$ cat config.mk
export PLATFORM = sky130hd
export DESIGN_NAME = color_track_top
export DESIGN_NICKNAME = d
export VERILOG_FILES = /design/src/hw/color_track_pkg.sv /design/src/hw/frame_scanner.sv /design/src/hw/color_mode_ctrl.sv /design/src/hw/bin_histogram.sv /design/src/hw/centroid_decide.sv /design/src/hw/color_track_top.sv
export VERILOG_INCLUDE_DIRS = /design/src /design/src/hw
export SDC_FILE = /design/constraint.sdc
export NUM_CORES = 1
export LEC_CHECK = 0
export ABC_CLOCK_PERIOD_IN_PS = 12100
export BUFFER_PORTS_ARGS = -buffer_cell sky130_fd_sc_hd__buf_2
export CAP_MARGIN = 20
export CORE_MARGIN = 4
export CORE_UTILIZATION = 45
export DETAILED_ROUTE_END_ITERATION = 6
export GPL_TIMING_DRIVEN = 0
export SETUP_SLACK_MARGIN = 0.5
export SYNTH_ARGS = -nofsm -noshare
export SYNTH_HDL_FRONTEND = slang
export SYNTH_SLANG_ARGS = --single-unit
export TNS_END_PERCENT = 10
$ cat constraint.sdc
create_clock -name clk -period 12.1 [get_ports clk]
set_input_delay 2.42 -clock clk [delete_from_list [all_inputs] [get_ports clk]]
set_output_delay 2.42 -clock clk [all_outputs]
set_load 0.005 [all_outputs]
$ cat src/hw/color_track_consts.svh
// ~~~~~~~~~~~~~~~~~~~~~~~~~~~~~~~~~~~~~~~~~~~~~~~~~~~~~~~~~~~
// fixed 80x60 frame with 12-bit rgb444 pixels, no runtime resize
// inner frame and bin width must stay consistent (64 cols / 8 bins)
// ~~~~~~~~~~~~~~~~~~~~~~~~~~~~~~~~~~~~~~~~~~~~~~~~~~~~~~~~~~~
`ifndef COLOR_TRACK_CONSTS_SVH
`define COLOR_TRACK_CONSTS_SVH

`define IMG_COLS       80    // frame width in pixels
`define IMG_ROWS       60
`define IMG_PXLS       4800  // cols * rows
`define ADDR_W         13    // enough for 0..4799
`define COL_W          7
`define ROW_W          6
`define INNER_COL_MIN  8     // 8 columns trimmed at each side
`define INNER_COL_MAX  71
`define INNER_ROW_MIN  6     // 6 rows trimmed top and bottom
`define INNER_ROW_MAX  53
`define HIST_BINS      8
`define BIN_W          3
`define BIN_COLS_LOG2  3     // 8 columns per bin
`define HIST_VAL_W     9     // 48 rows * 8 cols = 384 max per bin
`define SUM_W          12    // whole inner frame, 3072 max
`define PXL_W          12
`define MSB_RED        11    // top bit of each 4-bit colour
`define MSB_GREEN      7
`define MSB_BLUE       3
`define MIN_COLOR_PXLS 32    // at or below this, treated as noise
`define CENTROID_W     8     // one led per bit

`endif

$ cat src/hw/color_track_pkg.sv
// ~~~~~~~~~~~~~~~~~~~~~~~~~~~~~~~~~~~~~~~~~~~~~~~~~~~~~~~~~~~
// mode encodings are the r,g,b enable bits, do not renumber
// group sums are one bit narrower than the total
// ~~~~~~~~~~~~~~~~~~~~~~~~~~~~~~~~~~~~~~~~~~~~~~~~~~~~~~~~~~~
`include "color_track_consts.svh"

package color_track_pkg;

  // colour selection, bit 2 red, bit 1 green, bit 0 blue
  typedef enum logic [2:0] {
    MODE_ALL     = 3'b000, // no filter, every pixel passes
    MODE_RED     = 3'b100,
    MODE_GREEN   = 3'b010,
    MODE_BLUE    = 3'b001,
    MODE_YELLOW  = 3'b110, // red and green
    MODE_MAGENTA = 3'b101, // red and blue
    MODE_CYAN    = 3'b011, // green and blue
    MODE_WHITE   = 3'b111
  } color_mode_t;

  // position info aligned with the pixel on orig_pxl
  typedef struct packed {
    logic              frame_end; // last address of the frame issued
    logic              inner;     // pixel inside the inner frame
    logic [`BIN_W-1:0] bin;       // histogram column bin
  } scan_pos_t;

  // running counts for the current frame
  typedef struct packed {
    logic [`SUM_W-1:0]      total;
    logic [`SUM_W-2:0]      left;     // bins 0..3
    logic [`SUM_W-2:0]      right;    // bins 4..7
    logic [`SUM_W-2:0]      bins_01;
    logic [`SUM_W-2:0]      bins_012;
    logic [`SUM_W-2:0]      bins_67;
    logic [`SUM_W-2:0]      bins_567;
    logic [`HIST_VAL_W-1:0] edge_0;   // bin 0 alone
    logic [`HIST_VAL_W-1:0] edge_7;   // bin 7 alone
  } hist_sums_t;

endpackage

$ cat src/hw/frame_scanner.sv
// ~~~~~~~~~~~~~~~~~~~~~~~~~~~~~~~~~~~~~~~~~~~~~~~~~~~~~~~~~~~
// free running, one address per clock, never stalls
// memory must return the pixel exactly one cycle after orig_addr
// ~~~~~~~~~~~~~~~~~~~~~~~~~~~~~~~~~~~~~~~~~~~~~~~~~~~~~~~~~~~
`timescale 1ns/1ps
`include "color_track_consts.svh"

module frame_scanner (
  input  logic                     clk,
  input  logic                     rst,
  output logic [`ADDR_W-1:0]       orig_addr,
  output color_track_pkg::scan_pos_t pos
);

  logic [`ADDR_W-1:0] cnt_pxl;   // address of the pixel being requested
  logic [`COL_W-1:0]  col;       // column of cnt_pxl
  logic [`COL_W-1:0]  col_rg;    // column of the pixel now arriving
  logic [`ROW_W-1:0]  row;
  logic [`COL_W-1:0]  col_inner; // column relative to inner frame
  logic               end_pxl;
  logic               end_ln;

  assign end_pxl = (cnt_pxl == `ADDR_W'(`IMG_PXLS - 1));
  assign end_ln  = (col == `COL_W'(`IMG_COLS - 1));

  always_ff @(posedge clk or posedge rst) begin
    if (rst) begin
      cnt_pxl <= '0;
      col     <= '0;
      col_rg  <= '0;
      row     <= '0;
    end else begin
      cnt_pxl <= end_pxl ? '0 : cnt_pxl + 1'b1; // wrap 4799 -> 0
      col     <= end_ln ? '0 : col + 1'b1;
      col_rg  <= col;                            // follows memory latency
      if (end_pxl)
        row <= '0;
      else if (end_ln)
        row <= row + 1'b1;
    end
  end

  // row is not delayed, col_rg = 79 is outside the inner frame anyway
  assign col_inner = col_rg - `COL_W'(`INNER_COL_MIN);

  assign orig_addr     = cnt_pxl;
  assign pos.frame_end = end_pxl;
  assign pos.inner     = (col_rg >= `COL_W'(`INNER_COL_MIN)) &&
                         (col_rg <= `COL_W'(`INNER_COL_MAX)) &&
                         (row >= `ROW_W'(`INNER_ROW_MIN)) &&
                         (row <= `ROW_W'(`INNER_ROW_MAX));
  assign pos.bin       = col_inner[`BIN_COLS_LOG2 +: `BIN_W]; // 8 cols per bin

  // counters must never leave the frame, else bins alias
  a_pos_in_frame: assert property (
    @(posedge clk) disable iff (rst)
    (col < `COL_W'(`IMG_COLS)) && (row < `ROW_W'(`IMG_ROWS))
  ) else $error("scan position out of frame col=%0d row=%0d", col, row);

endmodule

$ cat src/hw/color_mode_ctrl.sv
// ~~~~~~~~~~~~~~~~~~~~~~~~~~~~~~~~~~~~~~~~~~~~~~~~~~~~~~~~~~~
// proc_ctrl is a raw button level, no debounce here
// a held button is one press, mode moves 3 clocks after the edge
// ~~~~~~~~~~~~~~~~~~~~~~~~~~~~~~~~~~~~~~~~~~~~~~~~~~~~~~~~~~~
`timescale 1ns/1ps
`include "color_track_consts.svh"

module color_mode_ctrl (
  input  logic                        clk,
  input  logic                        rst,
  input  logic                        proc_ctrl,
  input  logic [`PXL_W-1:0]           orig_pxl,
  output color_track_pkg::color_mode_t rgbfilter,
  output logic                        color_hit
);

  import color_track_pkg::*;

  logic       btn_meta;  // first sync stage
  logic       btn_sync;
  logic       btn_prev;  // for edge detection
  logic       btn_rise;
  logic [2:0] pxl_msbs;  // r,g,b top bits of the pixel

  always_ff @(posedge clk or posedge rst) begin
    if (rst) begin
      btn_meta <= 1'b0;
      btn_sync <= 1'b0;
      btn_prev <= 1'b0;
    end else begin
      btn_meta <= proc_ctrl;
      btn_sync <= btn_meta;
      btn_prev <= btn_sync;
    end
  end

  assign btn_rise = btn_sync & ~btn_prev;

  // step through the modes on each press
  always_ff @(posedge clk or posedge rst) begin
    if (rst) begin
      rgbfilter <= MODE_ALL;
    end else if (btn_rise) begin
      case (rgbfilter)
        MODE_ALL:     rgbfilter <= MODE_RED;
        MODE_RED:     rgbfilter <= MODE_GREEN;
        MODE_GREEN:   rgbfilter <= MODE_BLUE;
        MODE_BLUE:    rgbfilter <= MODE_YELLOW;
        MODE_YELLOW:  rgbfilter <= MODE_MAGENTA;
        MODE_MAGENTA: rgbfilter <= MODE_CYAN;
        MODE_CYAN:    rgbfilter <= MODE_WHITE;
        default:      rgbfilter <= MODE_ALL; // white wraps around
      endcase
    end
  end

  assign pxl_msbs  = {orig_pxl[`MSB_RED], orig_pxl[`MSB_GREEN], orig_pxl[`MSB_BLUE]};
  // exact match of msbs against mode bits, mode all lets everything through
  assign color_hit = (rgbfilter == MODE_ALL) || (pxl_msbs == rgbfilter);

  a_mode_on_press: assert property (
    @(posedge clk) disable iff (rst)
    $changed(rgbfilter) |-> $past(btn_rise)
  ) else $error("rgbfilter changed without a button edge");

endmodule

$ cat src/hw/bin_histogram.sv
// ~~~~~~~~~~~~~~~~~~~~~~~~~~~~~~~~~~~~~~~~~~~~~~~~~~~~~~~~~~~
// counts are valid for one frame and clear at frame_end
// only group sums leave the block, single bins stay inside
// ~~~~~~~~~~~~~~~~~~~~~~~~~~~~~~~~~~~~~~~~~~~~~~~~~~~~~~~~~~~
`timescale 1ns/1ps
`include "color_track_consts.svh"

module bin_histogram (
  input  logic                        clk,
  input  logic                        rst,
  input  color_track_pkg::scan_pos_t  pos,
  input  logic                        color_hit,
  output color_track_pkg::hist_sums_t sums
);

  logic [`HIST_VAL_W-1:0] hist [`HIST_BINS]; // per-bin pixel counts
  logic [`SUM_W-1:0]      total;
  logic [`SUM_W-2:0]      left;
  logic [`SUM_W-2:0]      right;
  logic [`SUM_W-2:0]      bins_01;
  logic [`SUM_W-2:0]      bins_012;
  logic [`SUM_W-2:0]      bins_67;
  logic [`SUM_W-2:0]      bins_567;
  logic                   count_en;

  assign count_en = pos.inner & color_hit;

  always_ff @(posedge clk or posedge rst) begin
    if (rst) begin
      for (int i = 0; i < `HIST_BINS; i++)
        hist[i] <= '0;
      total    <= '0;
      left     <= '0;
      right    <= '0;
      bins_01  <= '0;
      bins_012 <= '0;
      bins_67  <= '0;
      bins_567 <= '0;
    end else if (pos.frame_end) begin // new frame starts clean
      for (int i = 0; i < `HIST_BINS; i++)
        hist[i] <= '0;
      total    <= '0;
      left     <= '0;
      right    <= '0;
      bins_01  <= '0;
      bins_012 <= '0;
      bins_67  <= '0;
      bins_567 <= '0;
    end else if (count_en) begin
      hist[pos.bin] <= hist[pos.bin] + 1'b1;
      total         <= total + 1'b1;
      // bump every group the bin belongs to
      if (pos.bin <= `BIN_W'(3))
        left <= left + 1'b1;
      else
        right <= right + 1'b1;
      if (pos.bin <= `BIN_W'(1)) bins_01  <= bins_01 + 1'b1;
      if (pos.bin <= `BIN_W'(2)) bins_012 <= bins_012 + 1'b1;
      if (pos.bin >= `BIN_W'(6)) bins_67  <= bins_67 + 1'b1;
      if (pos.bin >= `BIN_W'(5)) bins_567 <= bins_567 + 1'b1;
    end
  end

  assign sums.total    = total;
  assign sums.left     = left;
  assign sums.right    = right;
  assign sums.bins_01  = bins_01;
  assign sums.bins_012 = bins_012;
  assign sums.bins_67  = bins_67;
  assign sums.bins_567 = bins_567;
  assign sums.edge_0   = hist[0];
  assign sums.edge_7   = hist[`HIST_BINS-1];

  // both halves together must account for every counted pixel
  a_halves_sum: assert property (
    @(posedge clk) disable iff (rst)
    ({1'b0, sums.left} + sums.right) == sums.total
  ) else $error("left+right != total (%0d)", sums.total);

endmodule

$ cat src/hw/centroid_decide.sv
// ~~~~~~~~~~~~~~~~~~~~~~~~~~~~~~~~~~~~~~~~~~~~~~~~~~~~~~~~~~~
// centroid is a led pattern, one or two bits set, not a number
// it updates once per frame, new_centroid is a 1-cycle strobe
// ~~~~~~~~~~~~~~~~~~~~~~~~~~~~~~~~~~~~~~~~~~~~~~~~~~~~~~~~~~~
`timescale 1ns/1ps
`include "color_track_consts.svh"

module centroid_decide (
  input  logic                        clk,
  input  logic                        rst,
  input  color_track_pkg::scan_pos_t  pos,
  input  color_track_pkg::hist_sums_t sums,
  output logic [`CENTROID_W-1:0]      centroid,
  output logic                        new_centroid
);

  logic                   left_more; // more hits left of centre
  logic [`SUM_W-2:0]      abs_diff;
  logic [`SUM_W-2:0]      half;      // total / 2
  logic [`SUM_W-2:0]      sixteenth; // total / 16, centre tolerance
  logic [`CENTROID_W-1:0] pattern;

  assign left_more = sums.left > sums.right;
  assign abs_diff  = left_more ? (sums.left - sums.right) : (sums.right - sums.left);
  assign half      = sums.total[`SUM_W-1:1];
  assign sixteenth = {3'b000, sums.total[`SUM_W-1:4]}; // widened back to SUM_W-1

  // start from the edges and move inwards
  always_comb begin
    pattern = '0;
    if (sums.total <= `SUM_W'(`MIN_COLOR_PXLS)) begin
      pattern = '0;                // too few hits, likely noise
    end else if (abs_diff < sixteenth) begin
      pattern[4:3] = 2'b11;        // roughly centred
    end else if (left_more) begin
      if (sums.edge_0 >= half)        pattern[0] = 1'b1;
      else if (sums.bins_01 >= half)  pattern[1] = 1'b1;
      else if (sums.bins_012 >= half) pattern[2] = 1'b1;
      else if (sums.left > half)      pattern[3] = 1'b1;
    end else begin                 // mirror of the left side
      if (sums.edge_7 >= half)        pattern[7] = 1'b1;
      else if (sums.bins_67 >= half)  pattern[6] = 1'b1;
      else if (sums.bins_567 >= half) pattern[5] = 1'b1;
      else if (sums.right > half)     pattern[4] = 1'b1;
    end
  end

  // sample at the last address, sums still hold the full frame
  always_ff @(posedge clk or posedge rst) begin
    if (rst) begin
      centroid     <= '0;
      new_centroid <= 1'b0;
    end else begin
      new_centroid <= pos.frame_end;
      if (pos.frame_end)
        centroid <= pattern;
    end
  end

endmodule

$ cat src/hw/color_track_top.sv
// ~~~~~~~~~~~~~~~~~~~~~~~~~~~~~~~~~~~~~~~~~~~~~~~~~~~~~~~~~~~
// frame memory sits outside, read latency must be one clock
// first new_centroid comes 4800 clocks after reset release
// ~~~~~~~~~~~~~~~~~~~~~~~~~~~~~~~~~~~~~~~~~~~~~~~~~~~~~~~~~~~
`timescale 1ns/1ps
`include "color_track_consts.svh"

module color_track_top (
  input  logic                        clk,
  input  logic                        rst,
  input  logic                        proc_ctrl,  // colour select button
  input  logic [`PXL_W-1:0]           orig_pxl,
  output logic [`ADDR_W-1:0]          orig_addr,
  output logic [`CENTROID_W-1:0]      centroid,
  output logic                        new_centroid,
  output color_track_pkg::color_mode_t rgbfilter
);

  import color_track_pkg::*;

  scan_pos_t  pos;       // scanner position, aligned to orig_pxl
  hist_sums_t sums;
  logic       color_hit; // pixel passes the colour filter

  frame_scanner u_scanner (
    .clk       (clk),
    .rst       (rst),
    .orig_addr (orig_addr),
    .pos       (pos)
  );

  color_mode_ctrl u_mode (
    .clk       (clk),
    .rst       (rst),
    .proc_ctrl (proc_ctrl),
    .orig_pxl  (orig_pxl),
    .rgbfilter (rgbfilter),
    .color_hit (color_hit)
  );

  bin_histogram u_hist (
    .clk       (clk),
    .rst       (rst),
    .pos       (pos),
    .color_hit (color_hit),
    .sums      (sums)
  );

  centroid_decide u_centroid (
    .clk          (clk),
    .rst          (rst),
    .pos          (pos),
    .sums         (sums),
    .centroid     (centroid),
    .new_centroid (new_centroid)
  );

endmodule

==> run summary <==
The flow ran to the end, and the final reports show no timing, DRC or antenna violations. Power spread over the standard cell area amounts to 94.3 mW/mm^2. The highest attainable clock frequency was 173 MHz; the starting density of the core was 45.7%. For this design the static power due to leakage is 0.00647 uW. Number of distinct library cells after synthesis: 73. The part of the Yosys area used for sequential elements was 38.9%; the worst endpoint required time was 12.48 ns. The worst setup path is launched from a flip-flop. The number of placed I/O pins came out at 40. In this run the biggest area consumer among cell types represents 38.9% of the synthesized area. The clock network fraction of design power was 43.5%; the first-pass GRT wire length was 55600 um. The post-route antenna net violation count is 0, and the combinational group share of total power is 5.3%. The final period demand of the worst path is 5.78 ns, and the post-placement setup slack is 6.40 ns.

The cell at the slowest stage of the critical path is sky130_fd_sc_hd__or4_1. The critical path is of the flip-flop to flip-flop type. In this run the number of H-tree levels came out at 4.

The final layout contains 1611 nets. For the total number of yosys warnings, the log shows 0. Relative slew slack: 26.8%.

The net switching power figure is 317 uW. The logs give 6.32 ns for the final setup slack of the worst path and 2 for the deepest clock path buffer count. Max-slew violation total from the final report: 0. Class of the worst hold path: flip-flop to flip-flop.

TritonCTS built the clock tree. The peak per-stage delay on the critical path is 0.62 ns, and the pin count of the biggest net entering global routing is 116. Before antenna repair, the detailed router went through 5 iterations.

The number of synthesized register bits is 198, and the via count of the first global-routing pass is 10200. Setup violations remaining at the end of the flow were counted as 0. Across the VDD grid, the largest voltage drop is 0.106 mV. The height of the die works out to 176 um. The logs give 1000 uW for the internal power and 0.0279 mm^2 for the core area. The highest net fanout along the worst path is 10, and the post-synthesis instance area is 0.0127 mm^2. In the final timing run, aggregate negative setup slack is 0 ns. Cells with a size suffix above 1 make up 6.71% of the layout.

The run gives 198 as the CTS sink count. The estimated wirelength of the detail-placed design came out at 24600 um. Together, buffers and inverters on the worst path number 2. For the pin with the worst max-slew slack, the measured transition is 1.09 ns. The initialized floorplan defines 61 standard-cell rows. In this run, flip-flops and latches consume 51.1% of the power.

In the finished design, the share of the clock period the worst path needs comes to 47.7%. For the worst-skew pair, the clock arrives at the later sink with an insertion delay of 0.45 ns. Traced cell by cell, the critical path runs through inv_1 -> ha_1 -> nand2b_1 -> a211oi_1 -> o21ai_0 -> or3b_2 -> a221oi_2 -> buf_4 -> mux2i_1 -> xnor2_1 -> ha_1 -> a21o_1 -> a31oi_1 -> o21ai_0 -> o41a_1 -> or4_1 -> o21ai_0 -> a221o_1.

The signed area change from the synthesized netlist to the final layout came out at 9.90%. Post-CTS timing repair inserted 0 buffers for setup. The initial antenna violation count came out at 0. Of the total power, the share spent switching nets is 24.0%.

In this run, the number of DRC markers left after iteration 0 of detailed routing was 938. Across the run, the number of max-cap violations was 0. The instance count of the mapped netlist was 1410; the number of hold violations in the final report was 0. The via density per instance is 5.67. Yosys mapped a number of flops with a built-in enable equal to 0. Among all flip-flop cells after synthesis, the most frequent one is sky130_fd_sc_hd__dfrtp_1. The worst register-to-register path has a setup slack of 6.32 ns.

The most frequent cell on the critical path is sky130_fd_sc_hd__o21ai_0. In the synthesized netlist, the cells that appear most often are sky130_fd_sc_hd__dfrtp_1 (198), sky130_fd_sc_hd__nand2_1 (150), sky130_fd_sc_hd__ha_1 (131). The die span in x was 176 um; the count of hold-fix buffers inserted at cts was 0. The number of nets handed over by synthesis was 1558. In the global route stage, overall resource usage came out at 22.4%. Dividing the detail-routed wire length by the instance count gives 18.4 um.

Wires add up to 34100 um. The remaining routing DRC violations is 0. The final route contains 10500 vias. The congestion estimate from routability-driven global placement came to 0.893. For the number of resized instances in the post-cts repair step, the log shows 0. In this run, CTS created clock tree buffers numbering 17. For the arrival time of data at the critical path endpoint, the log shows 6.15 ns. The clock-pin slew on the worst setup and hold paths was 0.08 ns; the port buffer count was 30. The worst setup path is captured at a flip-flop. Grouping stages by cell kind, the critical path spends the most delay in compound AO/OA/AOI/OAI gates.

After synthesis, the cell types taking the most area are sky130_fd_sc_hd__dfrtp_1 (39%), sky130_fd_sc_hd__ha_1 (13%), sky130_fd_sc_hd__nand2_1 (4.4%). The cell accounting for the most synthesized area was sky130_fd_sc_hd__dfrtp_1. Library cell with the highest instance count after synthesis: sky130_fd_sc_hd__dfrtp_1.

After synthesis, the share of flip-flops with an asynchronous set or reset is 100%. For the final database, setup skew stands at 0.0123 ns. Setup repair after global routing left no endpoint under its margin. Averaged over all synthesized cells, the footprint is 9.04 um^2. Clock tree synthesis selected as its root buffer the cell sky130_fd_sc_hd__clkbuf_16.

The die covers 0.0311 mm^2. Summed over all layers, the global routing overflow is 0.
==> routing by layer <==
| metal | GRT usage [%] | part of all wire, % |
|---|---|---|
| met5 | 0 | 0 |
| met4 | 5.36 | 1.7 |
| met3 | 3.77 | 4.9 |
| met2 | 36.1 | 47 |
| met1 | 31.8 | 47 |
==> through the flow <==
stage	util [%]	cell area [um^2]	hold slack [ns]	cells	total power, uW
6_report	50.3	14000	0.349	1855	1320
5_1_grt	50.2	14000	0.361	1854	1370
4_1_cts	50.2	14000	0.351	1852	1330
3_5_place_dp	48.1	13400	0.335	1820	760
3_3_place_gp	48.0	13400	0.333	1818	757
2_1_floorplan	-	12700	0.331	1410	738
==> final timing paths <==
check | cells past startpoint | to | start
setup / recovery | 18 | u_centroid.centroid[4]$_DFFE_PP0P_ | u_hist.right[1]$_DFFE_PP0P_
hold / removal | 0 | u_mode.btn_sync$_DFF_PP0_ | u_mode.btn_meta$_DFF_PP0_
setup reg to reg | 18 | u_centroid.centroid[4]$_DFFE_PP0P_ | u_hist.right[1]$_DFFE_PP0P_
hold reg to reg | 0 | u_mode.btn_sync$_DFF_PP0_ | u_mode.btn_meta$_DFF_PP0_
max in group asynchronous | 3 | u_centroid.centroid[5]$_DFFE_PP0P_ | rst
min in group asynchronous | 2 | u_scanner.col[0]$_DFF_PP0_ | rst
==> layout make-up <==
cell class	count	area, um^2
clock buffer	24	492
inverter	65	251
fill	2647	13900
tap	378	473
multi-input combinational	1089	7290
clock inverter	8	88.8
sequential	198	4950
buffer	58	251
antenna	1	2.50
timing repair buffer	34	198
==> cells by family after synthesis <==
family / synth area share [%]
AOI/OAI and AO/OA: 13.7
DFF: 38.9
xor gates and xnor gates: 6.26
buffers and inverters: 3.89
and+or+nand+nor: 20.8
muxes: 3.33
adders and majority gates: 13.2
==> power by group through the flow <==
stage,sequential (uW),clock [uW],combinational (uW)
6_report,675,575,70.3
5_1_grt,676,609,81.6
4_1_cts,675,584,71.9
3_5_place_dp,688,0,71.6
3_3_place_gp,688,0,68.6
2_1_floorplan,687,0,50.3
==> placed cells by master, fill, tap and decap left out, types with 26 or more instances in the layout <==
cell type and instances:
sky130_fd_sc_hd__and3_1 26, sky130_fd_sc_hd__xnor2_1 49, sky130_fd_sc_hd__nand4_1 50, sky130_fd_sc_hd__nand2_1 150, sky130_fd_sc_hd__buf_2 39, sky130_fd_sc_hd__xor2_1 42
sky130_fd_sc_hd__nor3_1 48, sky130_fd_sc_hd__dfrtp_1 198, sky130_fd_sc_hd__a21oi_1 95, sky130_fd_sc_hd__clkbuf_1 39, sky130_fd_sc_hd__nor2_1 127, sky130_fd_sc_hd__o21ai_0 93
sky130_fd_sc_hd__inv_1 63, sky130_fd_sc_hd__nand3_1 63, sky130_fd_sc_hd__ha_1 131
==> registers in the layout, summed over array words and instances (netlist names), 8 cells and up <==
signal and count:
u_hist.bins_01 11, u_hist.hist 54, u_hist.bins_567 11, u_hist.bins_012 11, u_hist.bins_67 11, u_scanner.orig_addr 13, u_hist.right 11, u_hist.sums 18
u_hist.left 11, u_hist.total 12, u_centroid.centroid 8
==> worst reg2reg max path: cells and delay by family (launching register included) <==
family / cells / cell delay [ns]
mux: 1 / 0.24
fa+ha+maj: 2 / 0.62
flops: 1 / 0.58
buf+inv: 2 / 0.49
simple gates: 3 / 1.25
xor+xnor: 1 / 0.14
compound gates: 9 / 2.36
(Power assumes the default switching activity.)
